[config.mk]
export PLATFORM = sky130hd
export DESIGN_NAME = cpu_system
export DESIGN_NICKNAME = d
export VERILOG_FILES = /design/src/rtl/cpu_pkg.sv /design/src/rtl/mem_bus_if.sv /design/src/rtl/boot_copy.sv /design/src/rtl/data_ram.sv /design/src/rtl/mem_ctrl.sv /design/src/rtl/cpu8.sv /design/src/rtl/cpu_system.sv
export VERILOG_INCLUDE_DIRS = /design/src /design/src/rtl
export SDC_FILE = /design/constraint.sdc
export NUM_CORES = 1
export LEC_CHECK = 0
export BUFFER_PORTS_ARGS = -buffer_cell sky130_fd_sc_hd__buf_2
export CAP_MARGIN = 20
export CELL_PAD_IN_SITES_DETAIL_PLACEMENT = 1
export CELL_PAD_IN_SITES_GLOBAL_PLACEMENT = 1
export CORE_AREA = 10 10 158 218
export CTS_CLUSTER_SIZE = 40
export DETAILED_ROUTE_END_ITERATION = 10
export DIE_AREA = 0 0 168 228
export MAX_ROUTING_LAYER = met4
export PLACE_DENSITY_LB_ADDON = 0.12
export SETUP_SLACK_MARGIN = 0.2
export SLEW_MARGIN = 10
export SYNTH_ARGS = -nofsm -noshare
export SYNTH_HDL_FRONTEND = slang
export SYNTH_SLANG_ARGS = --single-unit
[constraint.sdc]
create_clock -name clock -period 3.37 [get_ports clock]
set_input_delay 0.5055 -clock clock [delete_from_list [all_inputs] [get_ports clock]]
set_output_delay 0.5055 -clock clock [all_outputs]
set_load 0.02 [all_outputs]
[src/rtl/cpu_defines.svh]
// ------------------------------
// widths, watch address, opcodes and controller wait cycles
// NUM_WORDS must equal 2**ADDR_BITS
// ------------------------------
`ifndef CPU_DEFINES_SVH
`define CPU_DEFINES_SVH

`define WORD_BITS  8
`define ADDR_BITS  5
`define NUM_WORDS  32
`define WATCH_ADDR 31

// upper 3 bits of an instruction word
`define OP_LDI   3'd0
`define OP_LOAD  3'd1
`define OP_ADD   3'd2
`define OP_SUB   3'd3
`define OP_STORE 3'd4
`define OP_JMP   3'd5
`define OP_JZ    3'd6
`define OP_HALT  3'd7

// extra controller cycles per access
`define READ_WAIT  1
`define WRITE_WAIT 1

`endif

[src/rtl/program.hex]
// one hex word per line, addresses 0 to 31
// opcode in bits 7:5, operand in bits 4:0
05 // 0  ldi 5
9F // 1  store 31
7E // 2  loop: sub 30
9F // 3  store 31
C6 // 4  jz 6
A2 // 5  jmp 2
5D // 6  end: add 29
9F // 7  store 31
E0 // 8  halt
00 // 9
00 // 10
00 // 11
00 // 12
00 // 13
00 // 14
00 // 15
00 // 16
00 // 17
00 // 18
00 // 19
00 // 20
00 // 21
00 // 22
00 // 23
00 // 24
00 // 25
00 // 26
00 // 27
00 // 28
07 // 29 add operand
01 // 30 countdown step
00 // 31 watch word
[src/rtl/cpu_pkg.sv]
// ------------------------------
// shared types of the boot-and-run subsystem
// ------------------------------
`include "cpu_defines.svh"

package cpu_pkg;

	// data and address words
	typedef logic [`WORD_BITS-1:0] word_t;
	typedef logic [`ADDR_BITS-1:0] addr_t;

	// opcode field, whatever is left above the operand
	typedef logic [`WORD_BITS-`ADDR_BITS-1:0] opcode_t;

	// cpu sequencing
	typedef enum logic [2:0] {
		FETCH,
		FETCH_WAIT,
		EXEC,
		MEM_WAIT,
		HALTED
	} cpu_state_t;

	// memory controller sequencing
	typedef enum logic [1:0] {
		IDLE,
		READ_WAIT,
		WRITE_PREP,
		WRITE_DO
	} ctrl_state_t;

endpackage

[src/rtl/mem_bus_if.sv]
// ------------------------------
// cpu memory request bus, one access outstanding
// request held until ready, ready lasts one cycle
// ------------------------------
`timescale 1ns/1ps

interface mem_bus_if;

	// request side
	logic           valid;
	logic           write;
	cpu_pkg::addr_t addr;
	cpu_pkg::word_t wdata;

	// response side
	logic           ready;
	cpu_pkg::word_t rdata;

	modport cpu (
		output valid, write, addr, wdata,
		input  ready, rdata
	);

	modport ctrl (
		input  valid, write, addr, wdata,
		output ready, rdata
	);

endinterface

[src/rtl/boot_copy.sv]
// ------------------------------
// copies the boot image into ram once per reset
// image read from rtl/program.hex, path relative to the run directory
// ------------------------------
`timescale 1ns/1ps
`include "cpu_defines.svh"

module boot_copy (
	input  logic           clock,
	input  logic           reset,
	output logic           copy_we,
	output cpu_pkg::addr_t copy_addr,
	output cpu_pkg::word_t copy_data,
	output logic           copy_done
);

	// boot image
	cpu_pkg::word_t image [`NUM_WORDS];

	initial begin
		$readmemh("/design/src/rtl/program.hex", image);
	end

	// next word to copy, top bit set once all words are out
	logic [`ADDR_BITS:0] idx;

	always_ff @(posedge clock) begin
		if (reset) begin
			idx       <= '0;
			copy_we   <= 1'b0;
			copy_addr <= '0;
			copy_done <= 1'b0;
		end else if (idx < (`ADDR_BITS+1)'(`NUM_WORDS)) begin
			// one word per cycle
			copy_we   <= 1'b1;
			copy_addr <= idx[`ADDR_BITS-1:0];
			idx       <= idx + 1'b1;
		end else begin
			// done one cycle after the last write
			copy_we   <= 1'b0;
			copy_done <= copy_done | copy_we;
		end
	end

	// data follows the address register
	always_ff @(posedge clock) begin
		copy_data <= image[idx[`ADDR_BITS-1:0]];
	end

endmodule

[src/rtl/data_ram.sv]
// ------------------------------
// single-port ram, registered read, contents not reset
// read returns the old word during a write
// ------------------------------
`timescale 1ns/1ps
`include "cpu_defines.svh"

module data_ram (
	input  logic           clock,
	input  logic           we,
	input  cpu_pkg::addr_t addr,
	input  cpu_pkg::word_t wdata,
	output cpu_pkg::word_t rdata
);

	cpu_pkg::word_t mem [`NUM_WORDS];

	always_ff @(posedge clock) begin
		if (we) begin
			mem[addr] <= wdata;
		end
		// read data one cycle after the address
		rdata <= mem[addr];
	end

endmodule

[src/rtl/mem_ctrl.sv]
// ------------------------------
// ram port owner: copier until copy_done, then the cpu
// read ready 2 cycles after accept, write ready 4 cycles after
// ------------------------------
`timescale 1ns/1ps
`include "cpu_defines.svh"

module mem_ctrl (
	input  logic           clock,
	input  logic           reset,
	mem_bus_if.ctrl        bus,
	input  logic           copy_we,
	input  cpu_pkg::addr_t copy_addr,
	input  cpu_pkg::word_t copy_data,
	input  logic           copy_done,
	output logic           ram_we,
	output cpu_pkg::addr_t ram_addr,
	output cpu_pkg::word_t ram_wdata,
	input  cpu_pkg::word_t ram_rdata,
	output cpu_pkg::word_t watch,
	output logic           watch_strobe
);

	cpu_pkg::ctrl_state_t state, state_next;
	// cycles spent in the current state
	logic [1:0] wait_cnt;
	// latched cpu write data
	cpu_pkg::word_t wdata_q;
	logic cpu_we;
	logic ready;

	// ------------------------------
	// cpu access sequencing
	// ------------------------------
	always_comb begin
		state_next = state;
		cpu_we     = 1'b0;
		ready      = 1'b0;
		case (state)
			cpu_pkg::IDLE: begin
				// no cpu traffic while the copier owns the port
				if (copy_done && bus.valid) begin
					state_next = bus.write ? cpu_pkg::WRITE_PREP : cpu_pkg::READ_WAIT;
				end
			end
			cpu_pkg::READ_WAIT: begin
				// ram data settles after the extra cycles
				if (wait_cnt == 2'(`READ_WAIT)) begin
					ready      = 1'b1;
					state_next = cpu_pkg::IDLE;
				end
			end
			cpu_pkg::WRITE_PREP: begin
				if (wait_cnt == 2'(`WRITE_WAIT - 1)) begin
					state_next = cpu_pkg::WRITE_DO;
				end
			end
			cpu_pkg::WRITE_DO: begin
				// single write cycle, then read it back
				cpu_we     = 1'b1;
				state_next = cpu_pkg::READ_WAIT;
			end
			default: begin
				state_next = cpu_pkg::IDLE;
			end
		endcase
	end

	always_ff @(posedge clock) begin
		if (reset) begin
			state    <= cpu_pkg::IDLE;
			wait_cnt <= '0;
		end else begin
			state    <= state_next;
			wait_cnt <= (state_next != state) ? 2'd0 : wait_cnt + 2'd1;
		end
	end

	// write data captured while preparing
	always_ff @(posedge clock) begin
		if (state == cpu_pkg::WRITE_PREP) begin
			wdata_q <= bus.wdata;
		end
	end

	// ------------------------------
	// ram port select
	// ------------------------------
	assign ram_we    = copy_done ? cpu_we  : copy_we;
	assign ram_addr  = copy_done ? bus.addr : copy_addr;
	assign ram_wdata = copy_done ? wdata_q : copy_data;

	assign bus.ready = ready;
	assign bus.rdata = ram_rdata;

	// watch word, copier writes count too
	always_ff @(posedge clock) begin
		if (reset) begin
			watch        <= '0;
			watch_strobe <= 1'b0;
		end else begin
			watch_strobe <= ram_we && (ram_addr == cpu_pkg::addr_t'(`WATCH_ADDR));
			if (ram_we && (ram_addr == cpu_pkg::addr_t'(`WATCH_ADDR))) begin
				watch <= ram_wdata;
			end
		end
	end

endmodule

[src/rtl/cpu8.sv]
// ------------------------------
// multicycle accumulator cpu, eight opcodes, wrapping arithmetic
// non-memory instructions take 4 cycles including the fetch
// ------------------------------
`timescale 1ns/1ps
`include "cpu_defines.svh"

module cpu8 (
	input  logic   clock,
	input  logic   reset,
	mem_bus_if.cpu bus,
	output logic   halted
);

	cpu_pkg::cpu_state_t state;
	cpu_pkg::addr_t pc;
	cpu_pkg::addr_t pc_next;
	cpu_pkg::word_t acc;
	cpu_pkg::word_t ir;
	cpu_pkg::opcode_t opcode;
	cpu_pkg::addr_t operand;

	// bus request registers
	logic           mem_valid;
	logic           mem_write;
	cpu_pkg::addr_t mem_addr;
	cpu_pkg::word_t mem_wdata;

	// instruction fields
	assign opcode  = ir[`WORD_BITS-1:`ADDR_BITS];
	assign operand = ir[`ADDR_BITS-1:0];

	// jumps take the operand, everything else steps
	always_comb begin
		pc_next = pc + 1'b1;
		if (opcode == `OP_JMP || (opcode == `OP_JZ && acc == '0)) begin
			pc_next = operand;
		end
	end

	always_ff @(posedge clock) begin
		if (reset) begin
			state     <= cpu_pkg::FETCH;
			pc        <= '0;
			acc       <= '0;
			mem_valid <= 1'b0;
			mem_write <= 1'b0;
			mem_addr  <= '0;
		end else begin
			case (state)
				cpu_pkg::FETCH: begin
					mem_valid <= 1'b1;
					mem_write <= 1'b0;
					mem_addr  <= pc;
					state     <= cpu_pkg::FETCH_WAIT;
				end
				cpu_pkg::FETCH_WAIT: begin
					// stall until the controller answers
					if (bus.ready) begin
						mem_valid <= 1'b0;
						state     <= cpu_pkg::EXEC;
					end
				end
				cpu_pkg::EXEC: begin
					case (opcode)
						`OP_HALT: begin
							state <= cpu_pkg::HALTED;
						end
						`OP_LOAD, `OP_ADD, `OP_SUB, `OP_STORE: begin
							mem_valid <= 1'b1;
							mem_write <= (opcode == `OP_STORE);
							mem_addr  <= operand;
							pc        <= pc_next;
							state     <= cpu_pkg::MEM_WAIT;
						end
						default: begin
							// ldi, jmp, jz: next fetch starts right away
							if (opcode == `OP_LDI) begin
								acc <= cpu_pkg::word_t'(operand);
							end
							mem_valid <= 1'b1;
							mem_write <= 1'b0;
							mem_addr  <= pc_next;
							pc        <= pc_next;
							state     <= cpu_pkg::FETCH_WAIT;
						end
					endcase
				end
				cpu_pkg::MEM_WAIT: begin
					if (bus.ready) begin
						mem_valid <= 1'b0;
						mem_write <= 1'b0;
						case (opcode)
							`OP_LOAD: acc <= bus.rdata;
							`OP_ADD:  acc <= acc + bus.rdata;
							`OP_SUB:  acc <= acc - bus.rdata;
							default: ;
						endcase
						state <= cpu_pkg::FETCH;
					end
				end
				default: begin
					// halted until reset
					state <= cpu_pkg::HALTED;
				end
			endcase
		end
	end

	// instruction register and store data
	always_ff @(posedge clock) begin
		if (state == cpu_pkg::FETCH_WAIT && bus.ready) begin
			ir <= bus.rdata;
		end
		if (state == cpu_pkg::EXEC) begin
			mem_wdata <= acc;
		end
	end

	assign bus.valid = mem_valid;
	assign bus.write = mem_write;
	assign bus.addr  = mem_addr;
	assign bus.wdata = mem_wdata;

	assign halted = (state == cpu_pkg::HALTED);

endmodule

[src/rtl/cpu_system.sv]
// ------------------------------
// boot copy, ram, controller and cpu under one top
// cpu held in reset until the boot copy is done
// ------------------------------
`timescale 1ns/1ps
`include "cpu_defines.svh"

module cpu_system (
	input  logic                  clock,
	input  logic                  reset,
	output logic [`WORD_BITS-1:0] watch,
	output logic                  watch_strobe,
	output logic                  running,
	output logic                  halted
);

	// copier to controller
	logic           copy_we;
	cpu_pkg::addr_t copy_addr;
	cpu_pkg::word_t copy_data;
	logic           copy_done;

	// controller to ram
	logic           ram_we;
	cpu_pkg::addr_t ram_addr;
	cpu_pkg::word_t ram_wdata;
	cpu_pkg::word_t ram_rdata;

	logic cpu_reset;

	mem_bus_if bus ();

	// cpu runs only once the image is in ram
	assign cpu_reset = reset | ~copy_done;
	assign running   = copy_done;

	boot_copy i_boot_copy (
		.clock     (clock),
		.reset     (reset),
		.copy_we   (copy_we),
		.copy_addr (copy_addr),
		.copy_data (copy_data),
		.copy_done (copy_done)
	);

	data_ram i_data_ram (
		.clock (clock),
		.we    (ram_we),
		.addr  (ram_addr),
		.wdata (ram_wdata),
		.rdata (ram_rdata)
	);

	mem_ctrl i_mem_ctrl (
		.clock        (clock),
		.reset        (reset),
		.bus          (bus.ctrl),
		.copy_we      (copy_we),
		.copy_addr    (copy_addr),
		.copy_data    (copy_data),
		.copy_done    (copy_done),
		.ram_we       (ram_we),
		.ram_addr     (ram_addr),
		.ram_wdata    (ram_wdata),
		.ram_rdata    (ram_rdata),
		.watch        (watch),
		.watch_strobe (watch_strobe)
	);

	cpu8 i_cpu8 (
		.clock  (clock),
		.reset  (cpu_reset),
		.bus    (bus.cpu),
		.halted (halted)
	);

endmodule

# Yosys cells after proc, flatten, opt, wreduce, memory -nomap -nowiden
# Memories as Yosys holds them, arrays and structs flattened. A register that Yosys moved wholly into a read port is not among the register bits.
# Cells that the tools add are included.
[word_totals] ff_bits=81 output_inout_bits=11 wordCells=108 ram_bits=256 memories=1
[mem_list] memory="i_data_ram.mem" words=32 word_bits=8 rd=1 rd_clocked_by_memory_dff=1 write_ports=1 line="data_ram.sv:16" source="cpu_pkg::word_t mem [`NUM_WORDS];"
[op_classes] magnitude_cmp=1 addsub=5 reduce_logical=24 n_eq_ne=24 muxes=31 bitwise=4
[op_table] operator="2-to-1 mux 8 bit" count=4
[op_table] operator="one-hot mux 8 bit (3 select lines)" count=1
[op_table] operator="one-hot mux 5 bit (2 select lines)" count=2
[op_table] operator="one-hot mux 8 bit (2 select lines)" count=1
[op_table] operator="equality test 3 bit, second input constant" count=5
[op_table] operator="equality test 3 x 2 -> 1 bit, second input constant" count=4
[op_table] operator="one-hot mux 3 bit (4 select lines)" count=1
[op_table] operator="2-to-1 mux 5 bit" count=2
[op_table] operator="2-to-1 mux 1 bit" count=9
[op_table] operator="adder 8 bit" count=1
[op_table] operator="logical NOT 8 bit" count=1
[op_table] operator="2-to-1 mux 2 bit" count=4
[op_table] operator="inequality test 2 x 1 -> 1 bit, second input constant" count=4
[op_table] operator="one-hot mux 2 bit (4 select lines)" count=1
[op_table] operator="subtractor 8 bit" count=1
[op_table] operator="adder 6 x 1 -> 6 bit, second input constant" count=1
[op_table] operator="equality test 3 x 1 -> 1 bit, second input constant" count=2
[op_table] operator="logical NOT 3 bit" count=2
[op_table] operator="less-than comparator 6 bit, second input constant" count=1
[op_table] operator="2-to-1 mux 3 bit" count=2
[op_table] operator="one-hot mux 1 bit (3 select lines)" count=2
[op_table] operator="one-hot mux 3 bit (2 select lines)" count=1
[op_table] operator="AND reduction 2 bit" count=3
[op_table] operator="AND reduction 3 bit" count=2
[op_table] operator="other kinds (20)" count=32

# Logic depth before layout (Yosys ltp)
[depth] depth_word=6 depth_mapped=12

# Modules after synthesis
# Synthesis repeated with hierarchy kept, for this count alone.
[hier_totals] hier_cells=987 hier_area_um2=14375.0
[modules_own_cells] mod="data_ram" area_per_inst_um2=10207.3 seq_area_each_um2=7847.5 cells_each=576 instances=1
[modules_own_cells] mod="cpu8" area_per_inst_um2=2439.8 seq_area_each_um2=940.9 cells_each=257 instances=1
[modules_own_cells] mod="mem_ctrl" area_per_inst_um2=1182.4 seq_area_each_um2=500.5 cells_each=99 instances=1
[modules_own_cells] mod="boot_copy" area_per_inst_um2=539.3 seq_area_each_um2=260.2 cells_each=54 instances=1
[modules_own_cells] mod="cpu_system" area_per_inst_um2=6.3 seq_area_each_um2=0.0 cells_each=1 instances=1

# Worst setup path before layout
# OpenSTA, ideal clock, no wires.
[synth_timing] kind="flip-flop to flip-flop" startpoint="reg i_cpu8.ir[7]" endpoint="reg i_cpu8.acc[6]" n_path_buf=1 t_arrival_ps=2332 slack_ps=921 path_stages_with_launch=11 cell_sequence="edfxtp_1 > clkbuf_1 > nor2_1 > mux2i_1 > fa_1 > a21oi_1 > o21ai_0 > a21oi_1 > xor2_1 > o21ai_0 > a32o_1"
[synth_via] elab_chain_len=4 elab_cells_between_ends=14 classes_between="eq/ne (8); mux (3); reduce/logical (3)"
[synth_rtl] item="from (decl)" line="cpu8.sv:19" source="cpu_pkg::word_t ir;"
[synth_rtl] item="from (signal assigned)" line="cpu8.sv:113" source="ir <= bus.rdata;"
[synth_rtl] item="equality test 3 bit, or another cell as far along" line="cpu8.sv:65" source="case (opcode)"
[synth_rtl] item="OR reduction 5 bit (no source line) or one-hot mux 8 bit (3 select lines) (tied branches)"
[synth_rtl] item="inequality test 2 bit (no source line) or 2-to-1 mux 8 bit (tied branches)"
[synth_rtl] item="AND reduction 5 bit (no source line) or one-hot mux 8 bit (2 select lines) (tied branches)"
[synth_rtl] item="to (signal assigned)" line="cpu8.sv:79" source="acc <= cpu_pkg::word_t'(operand);"
[synth_rtl] item="to (signal assigned)" line="cpu8.sv:94" source="`OP_LOAD: acc <= bus.rdata;"
[synth_rtl] item="to (signal assigned)" line="cpu8.sv:95" source="`OP_ADD: acc <= acc + bus.rdata;"
[synth_rtl] item="to (decl)" line="cpu8.sv:18" source="cpu_pkg::word_t acc;"
# Parallel ways exist; a longest one is shown, timed or not. The select of a mux whose other input is x is not followed.
# A chain may end at the register's enable or synchronous reset.

# Worst setup path after layout
[layout_timing] startpoint="reg i_cpu8.ir[6]" endpoint="reg i_cpu8.acc[6]"
# Same word-level chain as after synthesis.

==> impl_metrics.py <==
metrics = {
    "status": {
        "outcome": "finished, final reports clean",
    },
    "critical_path": {
        "crit_path_end_kind": "flop",
        "path_max_fanout": 9,
        "worstPathArrival_ns": 3.33,
        "required_ns": 3.78,
        "crit_family": "compound AO/OA/AOI/OAI gates",
        "critical_path_class": "flop to flop",
        "rr_worst_depth": 10,
        "path_buf_inv": 0,
        "r2r_start": "i_cpu8.ir[6]",
        "startpoint_type": "flop",
        "cpPeakStageDelay_ns": 0.55,
        "r2r_end": "i_cpu8.acc[6]",
        "crit_chain": "nand2_1 > nor2_1 > mux2i_1 > fa_1 > a21oi_1 > o21ai_0 > a21oi_1 > xor2_1 > o21ai_0 > a32o_1",
        "crit_path_top_delay_cell": "edfxtp_1",
        "r2r_setup_slack_ns": 0.45,
    },
    "final_layout": {
        "layout-drive-gt1-share_pct": 20.6,
        "finalNonFillerCells": 1284,
        "multi_input_area_mm2": 0.00373,
        "nets": 886,
        "regArea_mm2": 0.00955,
        "final_area_mm2": 0.0154,
        "diodes": 0,
        "area_growth_pct": 14.2,
        "fillCellCount": 2871,
    },
    "logic_synthesis": {
        "synth_area_mm2": 0.0135,
        "synth_edf_count": 280,
        "yosysSeqAreaShare_pct": 70.8,
        "synth_ff_type": "edfxtp_1",
        "synth-warning-count": 0,
        "yosysUniqueCellTypes": 62,
        "avgSynthCellArea_um2": 16.6,
        "syn_nets": 829,
        "syn-instance-count": 814,
        "ys_ff_latch": 337,
        "synthArstFlopShare_pct": 0,
    },
    "timing": {
        "fmax_ghz": 0.342,
        "finalHoldViolations": 0,
        "rsz0062_at_grt": "false",
        "period_share_pct": 86.6,
        "setup_tns_ns": 0,
        "fin_skew_ns": 0.0150,
        "slew_headroom_pct": 32.3,
        "worst_slew_pin_slew_ns": 1.01,
        "period_needed_ns": 2.92,
        "drv_slew": 0,
        "setup_viol": 0,
    },
    "clock_tree": {
        "ctsResizeCount": 0,
        "htreeDepth": 2,
        "clock_path_buffers": 3,
        "numCtsBuffers": 35,
        "cts_tree": "built",
        "insertion_delay_ns": 0.52,
        "clk_pin_slew_ns": 0.06,
        "cts_root_buf": "clkbuf_16",
        "post_cts_buffers": 0,
        "cts_sinks": 337,
        "hold_buffers": 0,
    },
    "job": {
        "cap_viol_max_count": 0,
    },
    "die": {
        "fp.dieW_um": 168,
        "dieArea_mm2": 0.0383,
        "ios": 13,
        "core_area_mm2": 0.0305,
        "start_util_pct": 44.2,
        "num_rows": 76,
        "die_h_um": 228,
    },
    "power_and_ir_drop": {
        "power.switching_mw": 1.74,
        "pwr-share-clk_pct": 43.1,
        "irDropWorstVdd_mv": 0.406,
        "power_per_cell_area_mw_per_mm2": 555,
        "seq_power_share_pct": 52.9,
        "pwr-share-comb_pct": 4.0,
        "switching_share_pct": 20.3,
        "power.internal_mw": 6.81,
        "leakagePower_nw": 5.05,
    },
    "grt": {
        "grt_util_all_layers_pct": 17.7,
        "antenna_found_initial": 0,
        "grt_overflow": 0,
        "grt_pass1_wl_mm": 50.5,
        "first_global_vias": 7862,
        "grt_max_degree": 56,
    },
    "place": {
        "dp.cells": 1220,
        "placed_area_mm2": 0.0142,
        "dp_hpwl_mm": 22.5,
        "port_buffers": 12,
        "place_congestion": 0.847,
    },
    "hold_path": {
        "min_to": "i_mem_ctrl.wdata_q[7]",
        "holdCritStartpoint": "i_cpu8.bus.wdata[7]",
        "hp-class": "flop to flop",
        "whs_path_depth": 0,
    },
    "route": {
        "wire_per_inst_um": 26.0,
        "route.antenna.remaining_nets": 0,
        "drt_wl_total_mm": 33.4,
        "avgViaCountPerCell": 5.75,
        "drc_errors": 0,
        "drt_iter0_markers": 569,
        "dr.pass1.iters": 4,
        "num_vias": 7385,
    },
}
-- placed cells by master (no fill, tap or decap), types with 3 or more instances in the layout --
| master | n |
|---|---|
| buf_4 | 40 |
| mux2i_1 | 17 |
| clkbuf_1 | 5 |
| nand2b_1 | 12 |
| a21oi_1 | 29 |
| clkbuf_16 | 38 |
| clkinv_2 | 9 |
| buf_2 | 12 |
| dfxtp_1 | 57 |
| a22oi_1 | 33 |
| a32o_1 | 6 |
| ha_1 | 12 |
| nand2_1 | 50 |
| nor2_1 | 83 |
| nor2b_1 | 8 |
| xor2_1 | 6 |
| nor3_1 | 8 |
| o21ai_0 | 17 |
| nand3_1 | 6 |
| xnor2_1 | 14 |
| o22ai_1 | 3 |
| nand4_1 | 10 |
| o211ai_1 | 3 |
| edfxtp_1 | 280 |
| a221oi_1 | 5 |
| inv_1 | 9 |
| clkinv_1 | 6 |
| mux4_2 | 64 |
-- through the flow --
stage / util [%] / hold WS, ns / power (mW) / setup WS [ns]
after floorplan: - / 0.400 / 4.85 / 0.921
after global routing: 50.4 / 0.447 / 8.86 / 0.232
after detailed placement: 46.5 / 0.417 / 4.96 / 0.490
after global placement: 46.5 / 0.414 / 4.95 / 0.628
final: 50.4 / 0.427 / 8.55 / 0.450
after CTS: 50.1 / 0.423 / 8.66 / 0.468
-- kinds of logic after synthesis --
kind of cell / Yosys count / share of synthesized area, %
and+or+nand+nor: 194 / 6.61
AOI/OAI and AO/OA: 116 / 6.03
muxes: 85 / 12.3
adders and majority gates: 13 / 1.26
DFF: 337 / 70.8
xor gates and xnor gates: 20 / 1.30
buffers and inverters: 49 / 1.69
-- cell usage after synthesis (3+ instances only) --
cell | count | area, um^2
clkbuf_1 | 13 | 48.8
xnor2_1 | 14 | 123
ha_1 | 12 | 150
edfxtp_1 | 280 | 8410
nand2b_1 | 12 | 75.1
nor2_1 | 83 | 312
nor3_1 | 8 | 40.0
a21oi_1 | 29 | 145
mux4_2 | 64 | 1440
o211ai_1 | 3 | 22.5
inv_1 | 9 | 33.8
nand4_1 | 10 | 62.6
dfxtp_1 | 57 | 1140
buf_4 | 4 | 30.0
a22oi_1 | 33 | 248
buf_1 | 4 | 15.0
xor2_1 | 6 | 52.6
a221oi_1 | 5 | 43.8
buf_2 | 16 | 80.1
o21ai_0 | 17 | 85.1
nor2b_1 | 8 | 50.1
o22ai_1 | 3 | 18.8
nand3_1 | 6 | 30.0
nand2_1 | 50 | 188
a32o_1 | 6 | 60.1
mux2i_1 | 19 | 190
-- worst max path at each step --
stage                           from                  end  slack, ns  depth (start not counted)
4_1_cts        i_boot_copy.copy_done  i_data_ram.rdata[5]       0.47                          6
5_1_grt                 i_cpu8.ir[6]        i_cpu8.acc[6]       0.23                         10
6_report                i_cpu8.ir[6]        i_cpu8.acc[6]       0.45                         10
3_5_place_dp   i_boot_copy.copy_done  i_data_ram.rdata[5]       0.49                          6
3_3_place_gp            i_cpu8.ir[6]        i_cpu8.acc[6]       0.63                         10
2_1_floorplan           i_cpu8.ir[7]        i_cpu8.acc[6]       0.92                         10
-- layer usage --
metal | GRT usage [%] | share of wire, % | vias up
li1 | - | - | 3307
met1 | 20.4 | 40 | 3870
met2 | 30.6 | 54 | 140
met3 | 2.60 | 3.5 | 68
met4 | 6.65 | 3.2 | 0
met5 | - | 0 | -
-- power by group through the flow --
stage / Clock, mW / Combinational, mW / Sequential, mW
global route: 3.96 / 0.374 / 4.53
floorplan: 0 / 0.255 / 4.59
detailed placement: 0 / 0.346 / 4.61
CTS: 3.79 / 0.348 / 4.52
finish: 3.68 / 0.342 / 4.52
global placement: 0 / 0.337 / 4.61
-- worst reg2reg max path: cells and delay by family (launching register included) --
family,cells,cell delay (ns)
AO/OA/AOI/OAI,5,0.90
XOR/XNOR,1,0.16
adder cells (fa/ha/maj),1,0.49
flip-flops,1,0.55
multiplexers,1,0.22
AND/OR/NAND/NOR,2,0.50
-- sequential cells by signal, summed over array words and instances (netlist names) --
register                 flops
i_cpu8.pc                    5
i_boot_copy.copy_addr        5
i_mem_ctrl.watch             8
i_mem_ctrl.watch_strobe      1
i_cpu8.bus.valid             1
i_boot_copy.copy_done        1
i_cpu8.state                 3
i_cpu8.ir                    8
i_boot_copy.idx              6
i_cpu8.bus.addr              5
i_cpu8.bus.wdata             8
i_data_ram.mem             256
i_boot_copy.copy_we          1
i_mem_ctrl.wait_cnt          2
i_mem_ctrl.state             2
i_data_ram.rdata             8
i_mem_ctrl.wdata_q           8
i_cpu8.acc                   8
i_cpu8.bus.write             1
-- final cells by class --
class / instances / share of cell area (%)
sequential: 337 / 62.0
multi-input combinational: 428 / 24.2
clock buffer: 43 / 6.23
timing repair buffer: 58 / 3.22
tap: 390 / 3.17
clock inverter: 17 / 0.845
inverter: 11 / 0.276
No activity file was read; power rests on OpenSTA's default activity.
